`src/verilog/an_params.svh`:
```
// Clause 37 auto-negotiation parameters
// Link timer length, match depth and the advertised configuration word
`ifndef AN_PARAMS_SVH
`define AN_PARAMS_SVH

// 10 ms link timer at 125 MHz
`define AN_LINK_TIMER_TICKS 1250000

// Consecutive agreeing sets required for any match
`define AN_MATCH_COUNT 3

// Full duplex only, no pause, no next page
`define AN_ADV_ABILITY 16'h0020

// Acknowledge bit in a configuration word
`define AN_ACK_BIT 14

`endif

```
`src/verilog/an_code_pkg.sv`:
```
// Line code definitions for the 8-bit decoded symbol interface
// Decoded byte values of the ordered-set codes and the received set kinds
package an_code_pkg;

  // Comma, sent with the K flag
  localparam logic [7:0] K28_5 = 8'hbc;

  // Second byte of C1 and C2 configuration sets
  localparam logic [7:0] D21_5 = 8'hb5;
  localparam logic [7:0] D2_2  = 8'h42;

  // Second byte of I1 and I2 idle sets
  localparam logic [7:0] D5_6  = 8'hc5;
  localparam logic [7:0] D16_2 = 8'h50;

  typedef enum logic [1:0] {
    OS_NONE   = 2'd0,
    OS_CONFIG = 2'd1,
    OS_IDLE   = 2'd2
  } os_kind_t;

endpackage

```
`src/verilog/an_ctrl_pkg.sv`:
```
// Negotiation control types
// Arbitration states and transmit modes shared by arbiter and transmitter
package an_ctrl_pkg;

  typedef enum logic [3:0] {
    AN_ENABLE               = 4'h0,
    AN_RESTART              = 4'h1,
    ABILITY_DETECT          = 4'h2,
    ABILITY_DETECT_WAIT     = 4'h3,
    ACKNOWLEDGE_DETECT      = 4'h4,
    ACKNOWLEDGE_DETECT_WAIT = 4'h5,
    COMPLETE_ACKNOWLEDGE    = 4'h6,
    IDLE_DETECT             = 4'h7,
    LINK_OK                 = 4'h8
  } an_state_t;

  typedef enum logic [1:0] {
    XMIT_IDLE          = 2'd0,
    XMIT_CONFIGURATION = 2'd1,
    XMIT_DATA          = 2'd2
  } xmit_mode_t;

endpackage

```
`src/verilog/cr_match_if.sv`:
```
// Receiver to arbiter link
// Received configuration word, match flags and the arbiter's clear strobes
`timescale 1ns/1ps

interface cr_match_if;
  logic [15:0] config_reg;
  logic        cr_stb;
  logic        ability_match;
  logic        acknowledge_match;
  logic        consistency_match;
  logic        idle_match;

  // Driven by the arbiter
  logic        ability_phase;
  logic        clear_ability;
  logic        clear_ack;
  logic        clear_consistency;
  logic        clear_idle;
  logic        clear_all;

  modport rx (
    output config_reg, cr_stb, ability_match, acknowledge_match,
           consistency_match, idle_match,
    input  ability_phase, clear_ability, clear_ack, clear_consistency,
           clear_idle, clear_all
  );

  modport arb (
    input  config_reg, cr_stb, ability_match, acknowledge_match,
           consistency_match, idle_match,
    output ability_phase, clear_ability, clear_ack, clear_consistency,
           clear_idle, clear_all
  );
endinterface

```
`src/verilog/cr_receiver.sv`:
```
// Configuration receiver
// Parses /C/ and /I/ ordered sets from the decoded byte stream and runs
// the ability, acknowledge, consistency and idle match detectors
`timescale 1ns/1ps
`include "an_params.svh"

module cr_receiver (
  input  logic       clk,
  input  logic       mr_main_reset,
  input  logic [7:0] rx_byte,
  input  logic       rx_is_k,
  cr_match_if.rx     m
);

  typedef enum logic [1:0] {
    P_IDLE    = 2'd0,
    P_GOT_K   = 2'd1,
    P_CR_LOW  = 2'd2,
    P_CR_HIGH = 2'd3
  } parse_state_t;

  localparam logic [1:0]  match_last = 2'(`AN_MATCH_COUNT - 1);
  localparam logic [15:0] ack_mask   = 16'(1) << `AN_ACK_BIT;

  logic [7:0]            rx_byte_q;
  logic                  rx_is_k_q;
  parse_state_t          parse_state;
  an_code_pkg::os_kind_t rx_kind;
  logic                  idle_seen;
  logic [7:0]            low_byte;
  logic [15:0]           prev_word;
  logic [15:0]           cons_ref;
  logic [1:0]            ability_cnt;
  logic [1:0]            ack_cnt;
  logic [1:0]            idle_cnt;
  logic                  ability_agree;
  logic                  ack_agree;
  logic                  cons_agree;

  // Input register, adds one clock ahead of the parser
  always_ff @(posedge clk) begin
    rx_byte_q <= rx_byte;
    rx_is_k_q <= rx_is_k;
  end

  // Kind of set announced by the byte after a comma
  always_comb begin
    rx_kind = an_code_pkg::OS_NONE;
    if (!rx_is_k_q) begin
      case (rx_byte_q)
        an_code_pkg::D21_5, an_code_pkg::D2_2: rx_kind = an_code_pkg::OS_CONFIG;
        an_code_pkg::D5_6, an_code_pkg::D16_2: rx_kind = an_code_pkg::OS_IDLE;
        default:                               rx_kind = an_code_pkg::OS_NONE;
      endcase
    end
  end

  assign idle_seen = (parse_state == P_GOT_K) && (rx_kind == an_code_pkg::OS_IDLE);

  always_ff @(posedge clk) begin
    if (mr_main_reset) begin
      parse_state <= P_IDLE;
      m.cr_stb    <= 1'b0;
    end else begin
      m.cr_stb <= 1'b0;
      case (parse_state)
        P_GOT_K: begin
          if (rx_kind == an_code_pkg::OS_CONFIG) parse_state <= P_CR_LOW;
          else parse_state <= P_IDLE;
        end
        P_CR_LOW: parse_state <= P_CR_HIGH;
        P_CR_HIGH: begin
          parse_state <= P_IDLE;
          m.cr_stb    <= 1'b1;
        end
        default: begin
          if (rx_is_k_q && (rx_byte_q == an_code_pkg::K28_5)) parse_state <= P_GOT_K;
        end
      endcase
    end
  end

  // Word assembly, previous word and consistency reference
  always_ff @(posedge clk) begin
    if (parse_state == P_CR_LOW) low_byte <= rx_byte_q;
    if (parse_state == P_CR_HIGH) m.config_reg <= {rx_byte_q, low_byte};
    if (m.cr_stb) begin
      prev_word <= m.config_reg;
      if (m.ability_phase) cons_ref <= m.config_reg;
    end
  end

  assign ability_agree = (m.config_reg & ~ack_mask) == (prev_word & ~ack_mask);
  assign ack_agree     = m.config_reg[`AN_ACK_BIT] && (m.config_reg == prev_word);
  assign cons_agree    = (m.config_reg & ~ack_mask) == (cons_ref & ~ack_mask);

  // Counters hold at their last value once the flag is up
  always_ff @(posedge clk) begin
    if (mr_main_reset || m.clear_all) begin
      m.ability_match     <= 1'b0;
      m.acknowledge_match <= 1'b0;
      m.consistency_match <= 1'b0;
      m.idle_match        <= 1'b0;
      ability_cnt         <= 2'd0;
      ack_cnt             <= 2'd0;
      idle_cnt            <= 2'd0;
    end else begin
      if (m.clear_ability) begin
        m.ability_match <= 1'b0;
        ability_cnt     <= 2'd0;
      end else if (m.cr_stb && !m.ability_match) begin
        if (!ability_agree) ability_cnt <= 2'd0;
        else if (ability_cnt == match_last) m.ability_match <= 1'b1;
        else ability_cnt <= ability_cnt + 2'd1;
      end

      if (m.clear_consistency) m.consistency_match <= 1'b0;

      if (m.clear_ack) begin
        m.acknowledge_match <= 1'b0;
        ack_cnt             <= 2'd0;
      end else if (m.cr_stb && !m.acknowledge_match) begin
        if (!ack_agree) begin
          ack_cnt <= 2'd0;
        end else if (ack_cnt == match_last) begin
          m.acknowledge_match <= 1'b1;
          // Partner must acknowledge the same abilities it advertised
          m.consistency_match <= cons_agree;
        end else begin
          ack_cnt <= ack_cnt + 2'd1;
        end
      end

      if (m.clear_idle) begin
        m.idle_match <= 1'b0;
        idle_cnt     <= 2'd0;
      end else if (idle_seen && !m.idle_match) begin
        if (idle_cnt == match_last) m.idle_match <= 1'b1;
        else idle_cnt <= idle_cnt + 2'd1;
      end
    end
  end

endmodule

```
`src/verilog/an_arbiter.sv`:
```
// Clause 37 arbitration state machine
// Sequences the configuration exchange with the link timer, selects the
// transmit mode and word, and handles breaklink and loss of signal
`timescale 1ns/1ps
`include "an_params.svh"

module an_arbiter #(
  parameter int link_timer_ticks = `AN_LINK_TIMER_TICKS
) (
  input  logic                    clk,
  input  logic                    mr_main_reset,
  input  logic                    los,
  cr_match_if.arb                 m,
  output an_ctrl_pkg::xmit_mode_t xmit_mode,
  output logic [15:0]             tx_config,
  output logic                    xmit_restart,
  output logic                    negotiating
);

  localparam int timer_w = (link_timer_ticks > 1) ? $clog2(link_timer_ticks) : 1;
  localparam logic [timer_w-1:0] timer_max = timer_w'(link_timer_ticks - 1);

  an_ctrl_pkg::an_state_t state;
  logic                   link_det;
  logic [timer_w-1:0]     timer_cnt;
  logic                   timer_en;
  logic                   timer_exp;
  logic                   timer_start;
  logic                   started;
  logic                   phase_done;
  logic                   breaklink;

  assign negotiating     = state != an_ctrl_pkg::LINK_OK;
  assign m.ability_phase = (state == an_ctrl_pkg::ABILITY_DETECT) ||
                           (state == an_ctrl_pkg::ABILITY_DETECT_WAIT);
  assign breaklink       = m.ability_match && (m.config_reg == 16'h0000);

  // Timed states start one phase on their first cycle
  assign timer_start = !started && ((state == an_ctrl_pkg::AN_RESTART) ||
                                    (state == an_ctrl_pkg::COMPLETE_ACKNOWLEDGE) ||
                                    (state == an_ctrl_pkg::IDLE_DETECT));
  assign phase_done  = started && timer_exp;

  always_ff @(posedge clk) begin
    if (mr_main_reset || los) link_det <= 1'b0;
    else if (m.cr_stb) link_det <= 1'b1;
  end

  // Link timer, timer_exp stays up until the next start
  always_ff @(posedge clk) begin
    if (mr_main_reset) begin
      timer_cnt <= '0;
      timer_en  <= 1'b0;
      timer_exp <= 1'b0;
    end else if (timer_start) begin
      timer_cnt <= '0;
      timer_en  <= 1'b1;
      timer_exp <= 1'b0;
    end else if (timer_en) begin
      if (timer_cnt == timer_max) begin
        timer_en  <= 1'b0;
        timer_exp <= 1'b1;
      end else begin
        timer_cnt <= timer_cnt + 1'b1;
      end
    end
  end

  always_ff @(posedge clk) begin
    if (mr_main_reset) begin
      state               <= an_ctrl_pkg::AN_ENABLE;
      xmit_mode           <= an_ctrl_pkg::XMIT_IDLE;
      tx_config           <= 16'h0000;
      // Held during reset so the transmitter starts on a set boundary
      xmit_restart        <= 1'b1;
      started             <= 1'b0;
      m.clear_ability     <= 1'b0;
      m.clear_ack         <= 1'b0;
      m.clear_consistency <= 1'b0;
      m.clear_idle        <= 1'b0;
      m.clear_all         <= 1'b0;
    end else begin
      xmit_restart        <= 1'b0;
      m.clear_ability     <= 1'b0;
      m.clear_ack         <= 1'b0;
      m.clear_consistency <= 1'b0;
      m.clear_idle        <= 1'b0;
      m.clear_all         <= 1'b0;
      started             <= started | timer_start;
      case (state)
        an_ctrl_pkg::AN_ENABLE: begin
          m.clear_all <= 1'b1;
          started     <= 1'b0;
          if (!los) begin
            tx_config    <= 16'h0000;
            xmit_mode    <= an_ctrl_pkg::XMIT_CONFIGURATION;
            xmit_restart <= 1'b1;
            state        <= an_ctrl_pkg::AN_RESTART;
          end else begin
            xmit_mode    <= an_ctrl_pkg::XMIT_IDLE;
            xmit_restart <= xmit_mode != an_ctrl_pkg::XMIT_IDLE;
          end
        end
        an_ctrl_pkg::AN_RESTART: begin
          if (phase_done) begin
            // Without link detect run another phase
            started <= 1'b0;
            if (link_det) begin
              m.clear_ability <= 1'b1;
              state           <= an_ctrl_pkg::ABILITY_DETECT;
            end
          end
        end
        an_ctrl_pkg::ABILITY_DETECT: begin
          tx_config <= `AN_ADV_ABILITY;
          state     <= an_ctrl_pkg::ABILITY_DETECT_WAIT;
        end
        an_ctrl_pkg::ABILITY_DETECT_WAIT: begin
          if (breaklink) begin
            state <= an_ctrl_pkg::AN_ENABLE;
          end else if (m.ability_match) begin
            m.clear_ack         <= 1'b1;
            m.clear_consistency <= 1'b1;
            state               <= an_ctrl_pkg::ACKNOWLEDGE_DETECT;
          end
        end
        an_ctrl_pkg::ACKNOWLEDGE_DETECT: begin
          tx_config[`AN_ACK_BIT] <= 1'b1;
          state                  <= an_ctrl_pkg::ACKNOWLEDGE_DETECT_WAIT;
        end
        an_ctrl_pkg::ACKNOWLEDGE_DETECT_WAIT: begin
          if (breaklink || (m.acknowledge_match && !m.consistency_match)) begin
            state <= an_ctrl_pkg::AN_ENABLE;
          end else if (m.acknowledge_match) begin
            started <= 1'b0;
            state   <= an_ctrl_pkg::COMPLETE_ACKNOWLEDGE;
          end
        end
        an_ctrl_pkg::COMPLETE_ACKNOWLEDGE: begin
          if (!started) begin
            m.clear_ability <= 1'b1;
          end else if (breaklink) begin
            state <= an_ctrl_pkg::AN_ENABLE;
          end else if (phase_done) begin
            started <= 1'b0;
            state   <= an_ctrl_pkg::IDLE_DETECT;
          end
        end
        an_ctrl_pkg::IDLE_DETECT: begin
          if (!started) begin
            xmit_mode       <= an_ctrl_pkg::XMIT_IDLE;
            xmit_restart    <= 1'b1;
            m.clear_ability <= 1'b1;
            m.clear_idle    <= 1'b1;
          end else if (breaklink) begin
            state <= an_ctrl_pkg::AN_ENABLE;
          end else if (phase_done && m.idle_match) begin
            xmit_mode <= an_ctrl_pkg::XMIT_DATA;
            state     <= an_ctrl_pkg::LINK_OK;
          end
        end
        an_ctrl_pkg::LINK_OK: begin
          xmit_mode <= an_ctrl_pkg::XMIT_DATA;
          // Any new configuration from the partner restarts negotiation
          if (m.ability_match) state <= an_ctrl_pkg::AN_ENABLE;
        end
        default: state <= an_ctrl_pkg::AN_ENABLE;
      endcase
    end
  end

endmodule

```
`src/verilog/os_transmitter.sv`:
```
// Ordered-set transmitter
// Emits C1/C2 configuration sets, I1/I2 idle sets or zero data, one byte per clock
`timescale 1ns/1ps

module os_transmitter (
  input  logic                    clk,
  input  an_ctrl_pkg::xmit_mode_t xmit_mode,
  input  logic [15:0]             tx_config,
  input  logic                    xmit_restart,
  output logic [7:0]              tx_byte,
  output logic                    tx_is_k
);

  logic [1:0] byte_pos;
  logic       variant;
  logic [1:0] cur_pos;
  logic       cur_variant;

  // A restart makes this clock the first byte of a fresh set
  assign cur_pos     = xmit_restart ? 2'd0 : byte_pos;
  assign cur_variant = xmit_restart ? 1'b0 : variant;

  always_ff @(posedge clk) begin
    case (xmit_mode)
      an_ctrl_pkg::XMIT_CONFIGURATION: begin
        byte_pos <= cur_pos + 2'd1;
        variant  <= cur_variant;
        tx_is_k  <= 1'b0;
        case (cur_pos)
          2'd0: begin
            tx_byte <= an_code_pkg::K28_5;
            tx_is_k <= 1'b1;
          end
          2'd1: begin
            tx_byte <= cur_variant ? an_code_pkg::D21_5 : an_code_pkg::D2_2;
            variant <= ~cur_variant;
          end
          2'd2: tx_byte <= tx_config[7:0];
          default: tx_byte <= tx_config[15:8];
        endcase
      end
      an_ctrl_pkg::XMIT_IDLE: begin
        // Two-byte sets
        if (cur_pos == 2'd0) begin
          tx_byte  <= an_code_pkg::K28_5;
          tx_is_k  <= 1'b1;
          byte_pos <= 2'd1;
          variant  <= cur_variant;
        end else begin
          tx_byte  <= cur_variant ? an_code_pkg::D16_2 : an_code_pkg::D5_6;
          tx_is_k  <= 1'b0;
          byte_pos <= 2'd0;
          variant  <= ~cur_variant;
        end
      end
      default: begin
        // Data mode
        tx_byte  <= 8'h00;
        tx_is_k  <= 1'b0;
        byte_pos <= 2'd0;
        variant  <= 1'b0;
      end
    endcase
  end

endmodule

```
`src/verilog/clause37_an.sv`:
```
// Clause 37 auto-negotiation engine for fiber Ethernet
// Receiver, arbiter and transmitter on an 8-bit decoded symbol interface
`timescale 1ns/1ps
`include "an_params.svh"

module clause37_an #(
  parameter int link_timer_ticks = `AN_LINK_TIMER_TICKS
) (
  input  logic        clk,
  input  logic        mr_main_reset,
  input  logic [7:0]  rx_byte,
  input  logic        rx_is_k,
  input  logic        los,
  output logic [7:0]  tx_byte,
  output logic        tx_is_k,
  output logic        negotiating,
  output logic [15:0] lacr_rx_val,
  output logic        lacr_rx_stb,
  output logic [15:0] lacr_tx_val,
  output logic        lacr_send
);

  an_ctrl_pkg::xmit_mode_t xmit_mode;
  logic [15:0]             tx_config;
  logic                    xmit_restart;

  cr_match_if m_if ();

  cr_receiver u_rx (
    .clk           (clk),
    .mr_main_reset (mr_main_reset),
    .rx_byte       (rx_byte),
    .rx_is_k       (rx_is_k),
    .m             (m_if.rx)
  );

  an_arbiter #(
    .link_timer_ticks (link_timer_ticks)
  ) u_arb (
    .clk           (clk),
    .mr_main_reset (mr_main_reset),
    .los           (los),
    .m             (m_if.arb),
    .xmit_mode     (xmit_mode),
    .tx_config     (tx_config),
    .xmit_restart  (xmit_restart),
    .negotiating   (negotiating)
  );

  os_transmitter u_tx (
    .clk          (clk),
    .xmit_mode    (xmit_mode),
    .tx_config    (tx_config),
    .xmit_restart (xmit_restart),
    .tx_byte      (tx_byte),
    .tx_is_k      (tx_is_k)
  );

  // Management view of the exchanged words
  assign lacr_rx_val = m_if.config_reg;
  assign lacr_rx_stb = m_if.cr_stb;
  assign lacr_tx_val = tx_config;
  assign lacr_send   = xmit_mode == an_ctrl_pkg::XMIT_CONFIGURATION;

endmodule

```
`config.mk`:
```
export PLATFORM = sky130hd
export DESIGN_NAME = clause37_an
export DESIGN_NICKNAME = d
export VERILOG_FILES = /design/src/verilog/an_code_pkg.sv /design/src/verilog/an_ctrl_pkg.sv /design/src/verilog/cr_match_if.sv /design/src/verilog/cr_receiver.sv /design/src/verilog/an_arbiter.sv /design/src/verilog/os_transmitter.sv /design/src/verilog/clause37_an.sv
export VERILOG_INCLUDE_DIRS = /design/src /design/src/verilog
export SDC_FILE = /design/constraint.sdc
export NUM_CORES = 1
export LEC_CHECK = 0
export ABC_AREA = 1
export BUFFER_PORTS_ARGS = -buffer_cell sky130_fd_sc_hd__buf_2
export CORE_ASPECT_RATIO = 2
export CORE_MARGIN = 4
export CORE_UTILIZATION = 58
export CTS_CLUSTER_DIAMETER = 50
export DETAILED_ROUTE_END_ITERATION = 8
export MAX_ROUTING_LAYER = met4
export PLACE_DENSITY_LB_ADDON = 0.2
export SLEW_MARGIN = 40
export SYNTH_ARGS = -nofsm -noshare
export SYNTH_HDL_FRONTEND = slang
export SYNTH_SLANG_ARGS = --single-unit
```
`constraint.sdc`:
```
create_clock -name clk -period 2.35 [get_ports clk]
set_input_delay 0.1175 -clock clk [delete_from_list [all_inputs] [get_ports clk]]
set_output_delay 0.1175 -clock clk [all_outputs]
set_load 0.1 [all_outputs]
```
==> results of run 1 <==
worst max-delay path by stage:
stage | from | to | slack, ns | cells past startpoint
global route | u_arb.timer_cnt[0] | u_arb.timer_cnt[11] | 0.09 | 7
floorplan | u_rx.m.cr_stb | u_rx.cons_ref[0] | 0.12 | 2
CTS | u_arb.timer_cnt[0] | u_arb.timer_cnt[16] | 0.37 | 7
finish | u_arb.timer_cnt[0] | u_arb.timer_cnt[11] | 0.34 | 7
global placement | u_rx.m.config_reg[6] | u_arb.state[1] | 0.50 | 10
detailed placement | u_arb.timer_cnt[0] | u_arb.timer_cnt[16] | 0.38 | 7
area by class of cell:
cell class	count	area [sq um]	area share [%]
Clock buffer	26	490	7.03
Clock inverter	6	58.8	0.843
Inverter	98	368	5.27
Multi-Input combinational cell	498	2440	35.0
Sequential cell	126	3070	44.1
Tap cell	135	169	2.42
Timing Repair Buffer	60	373	5.35
what timing repair did:
action	in CTS	in global routing
buffers inserted	0	0
hold buffers	10	0
setup endpoints to repair	0	0
endpoints found under the hold margin	10	0
logic make-up after synthesis:
family,share of synthesized area (%)
AO/OA/AOI/OAI,5.25
buffers and inverters,9.48
AND/OR/NAND/NOR,26.4
XOR/XNOR,5.22
flip-flops,50.9
other,0.0621
adder cells (fa/ha/maj),2.70
cell usage in the layout, fill, tap and decap left out, drive strengths merged:
cell and n:
a21boi 2, a21oi 37, a22o 1, a41oi 1, buf 50, bufinv 1
clkbuf 26, clkinv 3, clkinvlp 2, conb 14, dfxtp 71, dlygate4sd3 10
edfxtp 55, ha 13, inv 98, nand2 203, nand3 36, nand3b 3
nand4 16, nor2 97, nor3 12, nor3b 2, nor4 7, nor4b 1
o211ai 1, o21a 2, o21ai 11, o22ai 1, or2 2, xnor2 17
xor2 19
power by group:
part           total, uW  internal [uW]  switching, uW
Combinational       1770            365           1400
Clock               2420           1540            884
Sequential          2560           2450            110
Total               6750           4350           2400
per-layer routing:
metal | share of wire [%] | global-route usage, %
met2 | 59 | 47.0
met3 | 2.9 | 4.79
met4 | 3.7 | 12.3
met5 | 0 | -
met1 | 34 | 21.6
worst max-delay path, stage by stage (launching register included):
cell and delay, ns:
dfxtp_1 0.42, ha_1 0.26, nand3_1 0.19, nor4_1 0.25, nand4_1 0.18, nand2_2 0.37
nand2_1 0.13, a21oi_2 0.14
metrics by stage:
stage	total power, uW	worst slack [ns]	util [%]
after CTS	6770	0.367	68.7
after detailed placement	4350	0.378	62.3
after floorplan	4070	0.117	-
final	6750	0.339	68.7
after global routing	7050	0.0883	68.7
after global placement	4320	0.505	62.3
==> impl_metrics.csv, run 1 <==
group,metric,value,unit
outcome,status,"completed",
yosys,ys.flop_type,"dfxtp_1",
floorplanning,die_w,80.1,um
hold_path,hold_path_depth,2,
clock_network,h-tree-depth,4,
place,portBuffers,41,
sta,fin_skew,0.00720,ns
route,firstDrtPassIters,5,
critical_path,reg2reg_to,"u_arb.timer_cnt[11]",
yosys,avgSynthCellArea,8.17,sq um
hold_path,worstHoldStart,"mr_main_reset",
sta,tightest_slew,0.692,ns
yosys,ys_top_cells_by_area,"edfxtp_1 (27%), dfxtp_1 (24%), nand2_1 (13%), inv_1 (6.1%), nor2_1 (5.9%)",
sta,holdWs,0.0577,ns
clock_network,cts_tree,"yes",
pwr,vdd_drop_max,0.981,mV
route,antenna_left,0,
route,drtIter0Drc,190,
clock_network,path_clk_slew,0.05,ns
floorplanning,start_util,59.5,%
yosys,synth_common_cells,"nand2_1 (202), inv_1 (98), nor2_1 (95)",
critical_path,crit_path_start_kind,"flop",
layout,largest_register_ffs,21,
sta,rsz0062_at_grt,"false",
layout,final-instance-count-excl-fill,949,
place,gp_congestion,0.974,
critical_path,crit_required,2.70,ns
sta,slew_viol_final,0,
clock_network,cts_buffers,17,
global_route,grt_pass1_wl,22600,um
critical_path,reg2reg_depth,7,
yosys,yosysSeqAreaShare,50.9,%
layout,syn2layout_area_growth,15.6,%
hold_path,hold_class,"input port to flop",
floorplanning,dieArea,12200,sq um
clock_network,clockRootBuffer,"clkbuf_16",
route,wirelength,13800,um
route,vias_per_cell,5.12,
job,max_cap_violations,0,
yosys,synth.most_common_cell,"nand2_1",
sta,period_minus_slack,2.01,ns
pwr,power_leakage,0.00306,uW
floorplanning,die_height,152,um
floorplanning,io_pins,56,
yosys,yosys.area.top_type_share,27.4,%
yosys,synth-seq-cells,126,
clock_network,clockBufferDepth,2,
critical_path,worstPathArrival,2.36,ns
critical_path,crit_fanout,22,
clock_network,insertion_delay,0.41,ns
yosys,yosysTopAreaCell,"edfxtp_1",
hold_path,holdPathEnd,"u_arb.m.clear_idle",
layout,final_nets,826,
place,placed_area,6320,sq um
clock_network,clock_sinks,126,
layout,fillerInstances,845,
layout,fin_area,6970,sq um
critical_path,rrSetupSlack,0.34,ns
critical_path,end_kind,"flop",
route,via_count,4859,
place,dp_hpwl,10500,um
clock_network,post_cts_resized,0,
global_route,overflow,0,
sta,timing.setup.tns,0,ns
yosys,syn_area,6030,sq um
place,placed_cells,907,
yosys,synth_edf_count,55,
yosys,yosysUniqueCellTypes,35,
sta,slew_headroom,53.7,%
global_route,grt_antenna_before_repair,0,
critical_path,r2r-start,"u_arb.timer_cnt[0]",
sta,setup_viol,0,
global_route,grt_pass1_vias,4997,
critical_path,crit_type,"flop to flop",
floorplanning,core,10100,sq um
global_route,grt_max_degree,23,
sta,post-route-period-util,85.6,%
yosys,netlist_instances,739,
route,wire_per_inst,14.5,um
yosys,synth_warnings,0,
route,drc,0,
sta,fmax,497,MHz
floorplanning,floorplan.rows,52,
layout,antennaDiodeCount,0,
pwr,p_per_area,967,nW/um^2
sta,hold_violations,0,
yosys,synthArstFlopShare,0,%
global_route,grtUsageTotal,24.6,%
layout,drive_above_1_share,10.7,%
Note: power is estimated with default switching activity, not from simulation.
==> run 2, diff against run 1 <==
--- a/config.mk
+++ b/config.mk
@@ -7,12 +7,13 @@
 export NUM_CORES = 1
 export LEC_CHECK = 0
 export ABC_AREA = 1
-export BUFFER_PORTS_ARGS = -buffer_cell sky130_fd_sc_hd__buf_2
 export CORE_ASPECT_RATIO = 2
 export CORE_MARGIN = 4
 export CORE_UTILIZATION = 58
 export CTS_CLUSTER_DIAMETER = 50
+export CTS_CLUSTER_SIZE = 8
 export DETAILED_ROUTE_END_ITERATION = 8
+export DONT_BUFFER_PORTS = 1
 export MAX_ROUTING_LAYER = met4
 export PLACE_DENSITY_LB_ADDON = 0.2
 export SLEW_MARGIN = 40
==> constraint.sdc (replaced) <==
create_clock -name clk -period 2.1 [get_ports clk]
set_input_delay 0.105 -clock clk [delete_from_list [all_inputs] [get_ports clk]]
set_output_delay 0.105 -clock clk [all_outputs]
set_load 0.1 [all_outputs]
==> run 2 against run 1 <==
Effect of this change: final area up 1.8%; via count up 0.88%; first-iteration DRC count up 2.1%.
==> impl_metrics.csv, run 2 (synthesized netlist as in run 1, its figures left out) <==
group,metric,value,unit
layout,largest_register_ffs,21,
critical_path,reg2reg_depth,7,
clock_network,path_clk_slew,0.05,ns
sta,hold_violations,0,
floorplanning,core,10100,sq um
pwr,p_per_area,1110,nW/um^2
clock_network,clockBufferDepth,2,
sta,tightest_slew,0.680,ns
place,placed_cells,892,
sta,fmax,499,MHz
hold_path,hold_path_depth,4,
floorplanning,die_w,80.1,um
floorplanning,floorplan.rows,52,
outcome,status,"completed",
critical_path,crit_type,"flop to flop",
layout,fillerInstances,806,
critical_path,end_kind,"flop",
global_route,grt_pass1_wl,22800,um
floorplanning,die_height,152,um
pwr,power_leakage,0.00308,uW
critical_path,crit_fanout,11,
critical_path,crit_path_start_kind,"flop",
global_route,grt_antenna_before_repair,0,
clock_network,cts_setup_buffers,0,
hold_path,hold_class,"input port to flop",
hold_path,holdPathEnd,"u_rx.m.ability_match",
route,drtIter0Drc,194,
layout,drive_above_1_share,10.8,%
layout,final_cell_mix,"nand2_1 (202), inv_1 (98), nor2_1 (93), dfxtp_1 (69), edfxtp_1 (55)",
clock_network,clock_sinks,126,
critical_path,reg2reg_to,"u_arb.timer_cnt[3]",
place,post-place-ws,0.119,ns
route,firstDrtPassIters,5,
clock_network,insertion_delay,0.40,ns
floorplanning,dieArea,12200,sq um
route,via_count,4902,
critical_path,worstPathArrival,2.33,ns
critical_path,crit_required,2.43,ns
route,vias_per_cell,5.23,
sta,setup_viol,0,
sta,fin_ws,0.0968,ns
clock_network,clockRootBuffer,"clkbuf_16",
layout,final_nets,815,
hold_path,worstHoldStart,"mr_main_reset",
global_route,grt_pass1_vias,4969,
floorplanning,io_pins,56,
critical_path,rrSetupSlack,0.1,ns
sta,period_minus_slack,2.00,ns
layout,final-instance-count-excl-fill,938,
layout,syn2layout_area_growth,17.6,%
route,wire_per_inst,15.0,um
pwr,report.power.total,7890,uW
route,drc,0,
sta,slew_viol_final,0,
clock_network,cts_tree,"yes",
place,dp_hpwl,10100,um
layout,fin_area,7100,sq um
floorplanning,start_util,59.5,%
place,gp_congestion,0.987,
pwr,vdd_drop_max,1.08,mV
clock_network,h-tree-depth,4,
route,wirelength,14000,um
route,antenna_left,0,
place,portBuffers,0,
sta,slew_headroom,54.5,%
global_route,grtUsageTotal,24.7,%
place,placed_area,6330,sq um
global_route,grt_max_degree,23,
layout,antennaDiodeCount,0,
critical_path,r2r-start,"u_arb.timer_cnt[0]",
clock_network,cts_buffers,17,
sta,fin_skew,0.00835,ns
global_route,overflow,0,
layout,final_common_cell,"nand2_1",
sta,post-route-period-util,95.4,%
job,max_cap_violations,0,
==> run 2: worst max path at each step <==
stage                                     from             endpoint  slack (ns)  cells after the start
final                       u_arb.timer_cnt[0]   u_arb.timer_cnt[3]         0.1                      7
after global routing        u_arb.timer_cnt[0]   u_arb.timer_cnt[5]       -0.03                      7
after CTS                   u_arb.timer_cnt[0]  u_arb.timer_cnt[11]        0.10                      7
after detailed placement    u_arb.timer_cnt[0]  u_arb.timer_cnt[11]        0.12                      7
after global placement      u_arb.timer_cnt[0]  u_arb.timer_cnt[16]        0.26                      7
after floorplan           u_rx.m.config_reg[0]  u_rx.ability_cnt[0]       -0.03                     11
==> run 2: area by class of cell <==
| cell class | count | area [sq um] | area share, % |
|---|---|---|---|
| Clock inverter | 12 | 158 | 2.22 |
| Timing Repair Buffer | 47 | 383 | 5.39 |
| Sequential cell | 126 | 3080 | 43.3 |
| Inverter | 98 | 368 | 5.18 |
| Multi-Input combinational cell | 500 | 2490 | 35.1 |
| Clock buffer | 20 | 457 | 6.43 |
| Tap cell | 135 | 169 | 2.38 |
==> run 2: stage by stage <==
stage                     utilization (%)  TNS, ns  hold slack [ns]
after floorplan                         -  -0.0892            0.133
after global placement               62.3        0            0.133
after detailed placement             62.3        0            0.133
after CTS                            69.6        0           0.0712
after global routing                 69.9   -0.264            0.128
final                                69.9        0           0.0830
==> run 2: metal layers <==
metal | global-route usage (%) | up-vias | wire length (um)
met2 | 46.2 | 160 | 8100
met3 | 5.33 | 52 | 596
met1 | 22.1 | 2249 | 4610
li1 | - | 2441 | -
met5 | - | - | 0
met4 | 12.7 | 0 | 720
==> run 2: worst max-delay path: stages (launching register included) <==
cell and delay, ns:
dfxtp_1 0.41, ha_1 0.29, nand3_2 0.18, nor4_2 0.19, nand4_1 0.33, nand2_4 0.30
nand2_1 0.09, a21oi_1 0.15
==> run 2: repair_timing <==
action	4_1_cts	5_1_grt
setup endpoints to repair	0	22
hold buffers	12	0
hold endpoints to repair	28	0
resized for setup	0	5
==> run 2: where the power goes <==
part	leakage (uW)	total [uW]	switching (uW)	internal, uW
clock	0.000302	2990	1050	1940
combinational	0.00170	2020	1570	455
sequential	0.00107	2870	133	2740
total	0.00308	7890	2750	5130
==> run 3, diff against run 2 <==
--- a/config.mk
+++ b/config.mk
@@ -8,7 +8,7 @@
 export LEC_CHECK = 0
 export ABC_AREA = 1
 export CORE_ASPECT_RATIO = 2
-export CORE_MARGIN = 4
+export CORE_MARGIN = 1.5
 export CORE_UTILIZATION = 58
 export CTS_CLUSTER_DIAMETER = 50
 export CTS_CLUSTER_SIZE = 8
==> run 3 against run 2 <==
Effect of this change: core utilization increased by 0.21 points; final cell count rose by 0.64%; clock power fell by 4%; sequential power about the same; wire length rose by 1.5%; clock-buffer cell count up 3; clock skew down 0.0016 ns; largest cell class unchanged; final area increased by 0.30%; global-route usage increased by 3.3 points; first-iteration DRC count is 40% higher; critical path depth is the same; critical endpoint is now u_arb.timer_cnt[20]; hold slack got worse by 0.015 ns.
==> impl_metrics.csv, run 3 (synthesized netlist as in run 1, its figures left out) <==
group,metric,value,unit
job,max_cap_violations,0,
pwr,internal_power,5040,uW
sta,slew_viol_final,0,
route,firstDrtPassIters,5,
pwr,seqPwrFrac,36.9,%
clock_network,clock_sinks,126,
global_route,grt_pass1_vias,4852,
route,wirelength,14200,um
global_route,grt_pass1_wl,22300,um
floorplanning,die_w,75.1,um
layout,final-instance-count-excl-fill,944,
outcome,status,"completed",
layout,drive_above_1_share,11.7,%
sta,slew_headroom,54.6,%
floorplanning,core,10100,sq um
sta,hold_violations,0,
place,placed_cells,898,
sta,post-route-period-util,93.5,%
pwr,pwr-share-clk,36.9,%
pwr,swShare,35.3,%
route,drc,0,
floorplanning,dieArea,11100,sq um
pwr,p_per_area,1090,nW/um^2
route,via_count,4938,
pwr,report.power.total,7790,uW
global_route,grt_antenna_before_repair,0,
layout,largest_register_ffs,21,
hold_path,hold_class,"input port to flop",
floorplanning,io_pins,56,
critical_path,crit_path_start_kind,"flop",
place,portBuffers,0,
route,drtIter0Drc,272,
sta,tightest_slew,0.678,ns
route,vias_per_cell,5.23,
floorplanning,die_height,147,um
pwr,vdd_drop_max,1.01,mV
critical_path,crit_required,2.43,ns
pwr,combPwrFrac,26.2,%
critical_path,crit_type,"flop to flop",
global_route,overflow,0,
pwr,switchingPower,2750,uW
layout,antennaDiodeCount,0,
place,gp_congestion,0.938,
critical_path,worstPathArrival,2.30,ns
layout,final_cell_mix,"nand2_1 (202), inv_1 (98), nor2_1 (94), dfxtp_1 (68), edfxtp_1 (55)",
clock_network,cts_tree,"yes",
clock_network,h-tree-depth,4,
global_route,grt_max_degree,23,
route,antenna_left,0,
layout,final_nets,821,
sta,period_minus_slack,1.96,ns
critical_path,rrSetupSlack,0.14,ns
place,dp_hpwl,10200,um
floorplanning,floorplan.rows,52,
critical_path,crit_fanout,6,
floorplanning,start_util,59.5,%
layout,syn2layout_area_growth,18.0,%
sta,fmax,509,MHz
clock_network,insertion_delay,0.41,ns
clock_network,cts_buffers,17,
sta,fin_skew,0.00670,ns
sta,setup_viol,0,
clock_network,clockBufferDepth,2,
global_route,grtUsageTotal,28.0,%
clock_network,path_clk_slew,0.06,ns
critical_path,end_kind,"flop",
route,wire_per_inst,15.1,um
layout,final_common_cell,"nand2_1",
pwr,power_leakage,0.00311,uW
clock_network,clockRootBuffer,"clkbuf_16",
[run 3: stage by stage]
step	cell area, sq um	utilization [%]	worst slack (ns)	hold WS (ns)	setup TNS (ns)
CTS	7070	69.7	0.0362	0.0436	0
detailed placement	6370	62.8	0.0997	0.133	0
global route	7120	70.1	-0.0145	0.0618	-0.0312
floorplan	6110	-	-0.0277	0.133	-0.0892
global placement	6370	62.8	0.254	0.133	0
finish	7120	70.1	0.137	0.0676	0
[run 3: worst paths after layout]
check	startpoint	to	cells after the start
worst max-delay path	u_arb.timer_cnt[1]	u_arb.timer_cnt[20]	7
worst min-delay path	mr_main_reset	u_rx.ack_cnt[0]	5
worst max register to register	u_arb.timer_cnt[1]	u_arb.timer_cnt[20]	7
worst min register to register	u_rx.low_byte[3]	u_rx.m.config_reg[3]	0
[run 3: power groups by stage]
stage / Combinational (uW) / Sequential (uW) / Clock (uW)
floorplan: 1130 / 3430 / 0
global placement: 1950 / 2900 / 0
detailed placement: 1980 / 2910 / 0
CTS: 2010 / 2860 / 2910
global route: 2210 / 2890 / 3020
finish: 2040 / 2880 / 2870
[run 3: layout make-up]
class / instances / area, sq um
Timing Repair Buffer: 53 / 425
Inverter: 98 / 368
Clock inverter: 9 / 77.6
Multi-Input combinational cell: 500 / 2490
Sequential cell: 126 / 3080
Fill cell: 825 / 3030
Clock buffer: 23 / 514
Tap cell: 135 / 169
[run 3: per-layer routing]
layer	GRT usage (%)	wire length [um]	vias to the layer above
li1	-	-	2453
met1	24.7	4860	2297
met2	50.3	8010	135
met3	7.13	595	53
met4	16.4	786	0
met5	-	0	-
[run 3: repair_timing]
item	4_1_cts	5_1_grt
gates resized for setup	0	6
setup endpoints to repair	0	22
buffers inserted	0	1
hold buffers	11	0
endpoints found under the hold margin	28	0
[run 3: worst max-delay path, stage by stage (launching register included)]
cell	delay [ns]
dfxtp_1	0.37
ha_2	0.25
nand3_2	0.15
nor4_2	0.22
nand4_1	0.36
nand2_4	0.26
nand2_1	0.09
a21oi_1	0.18
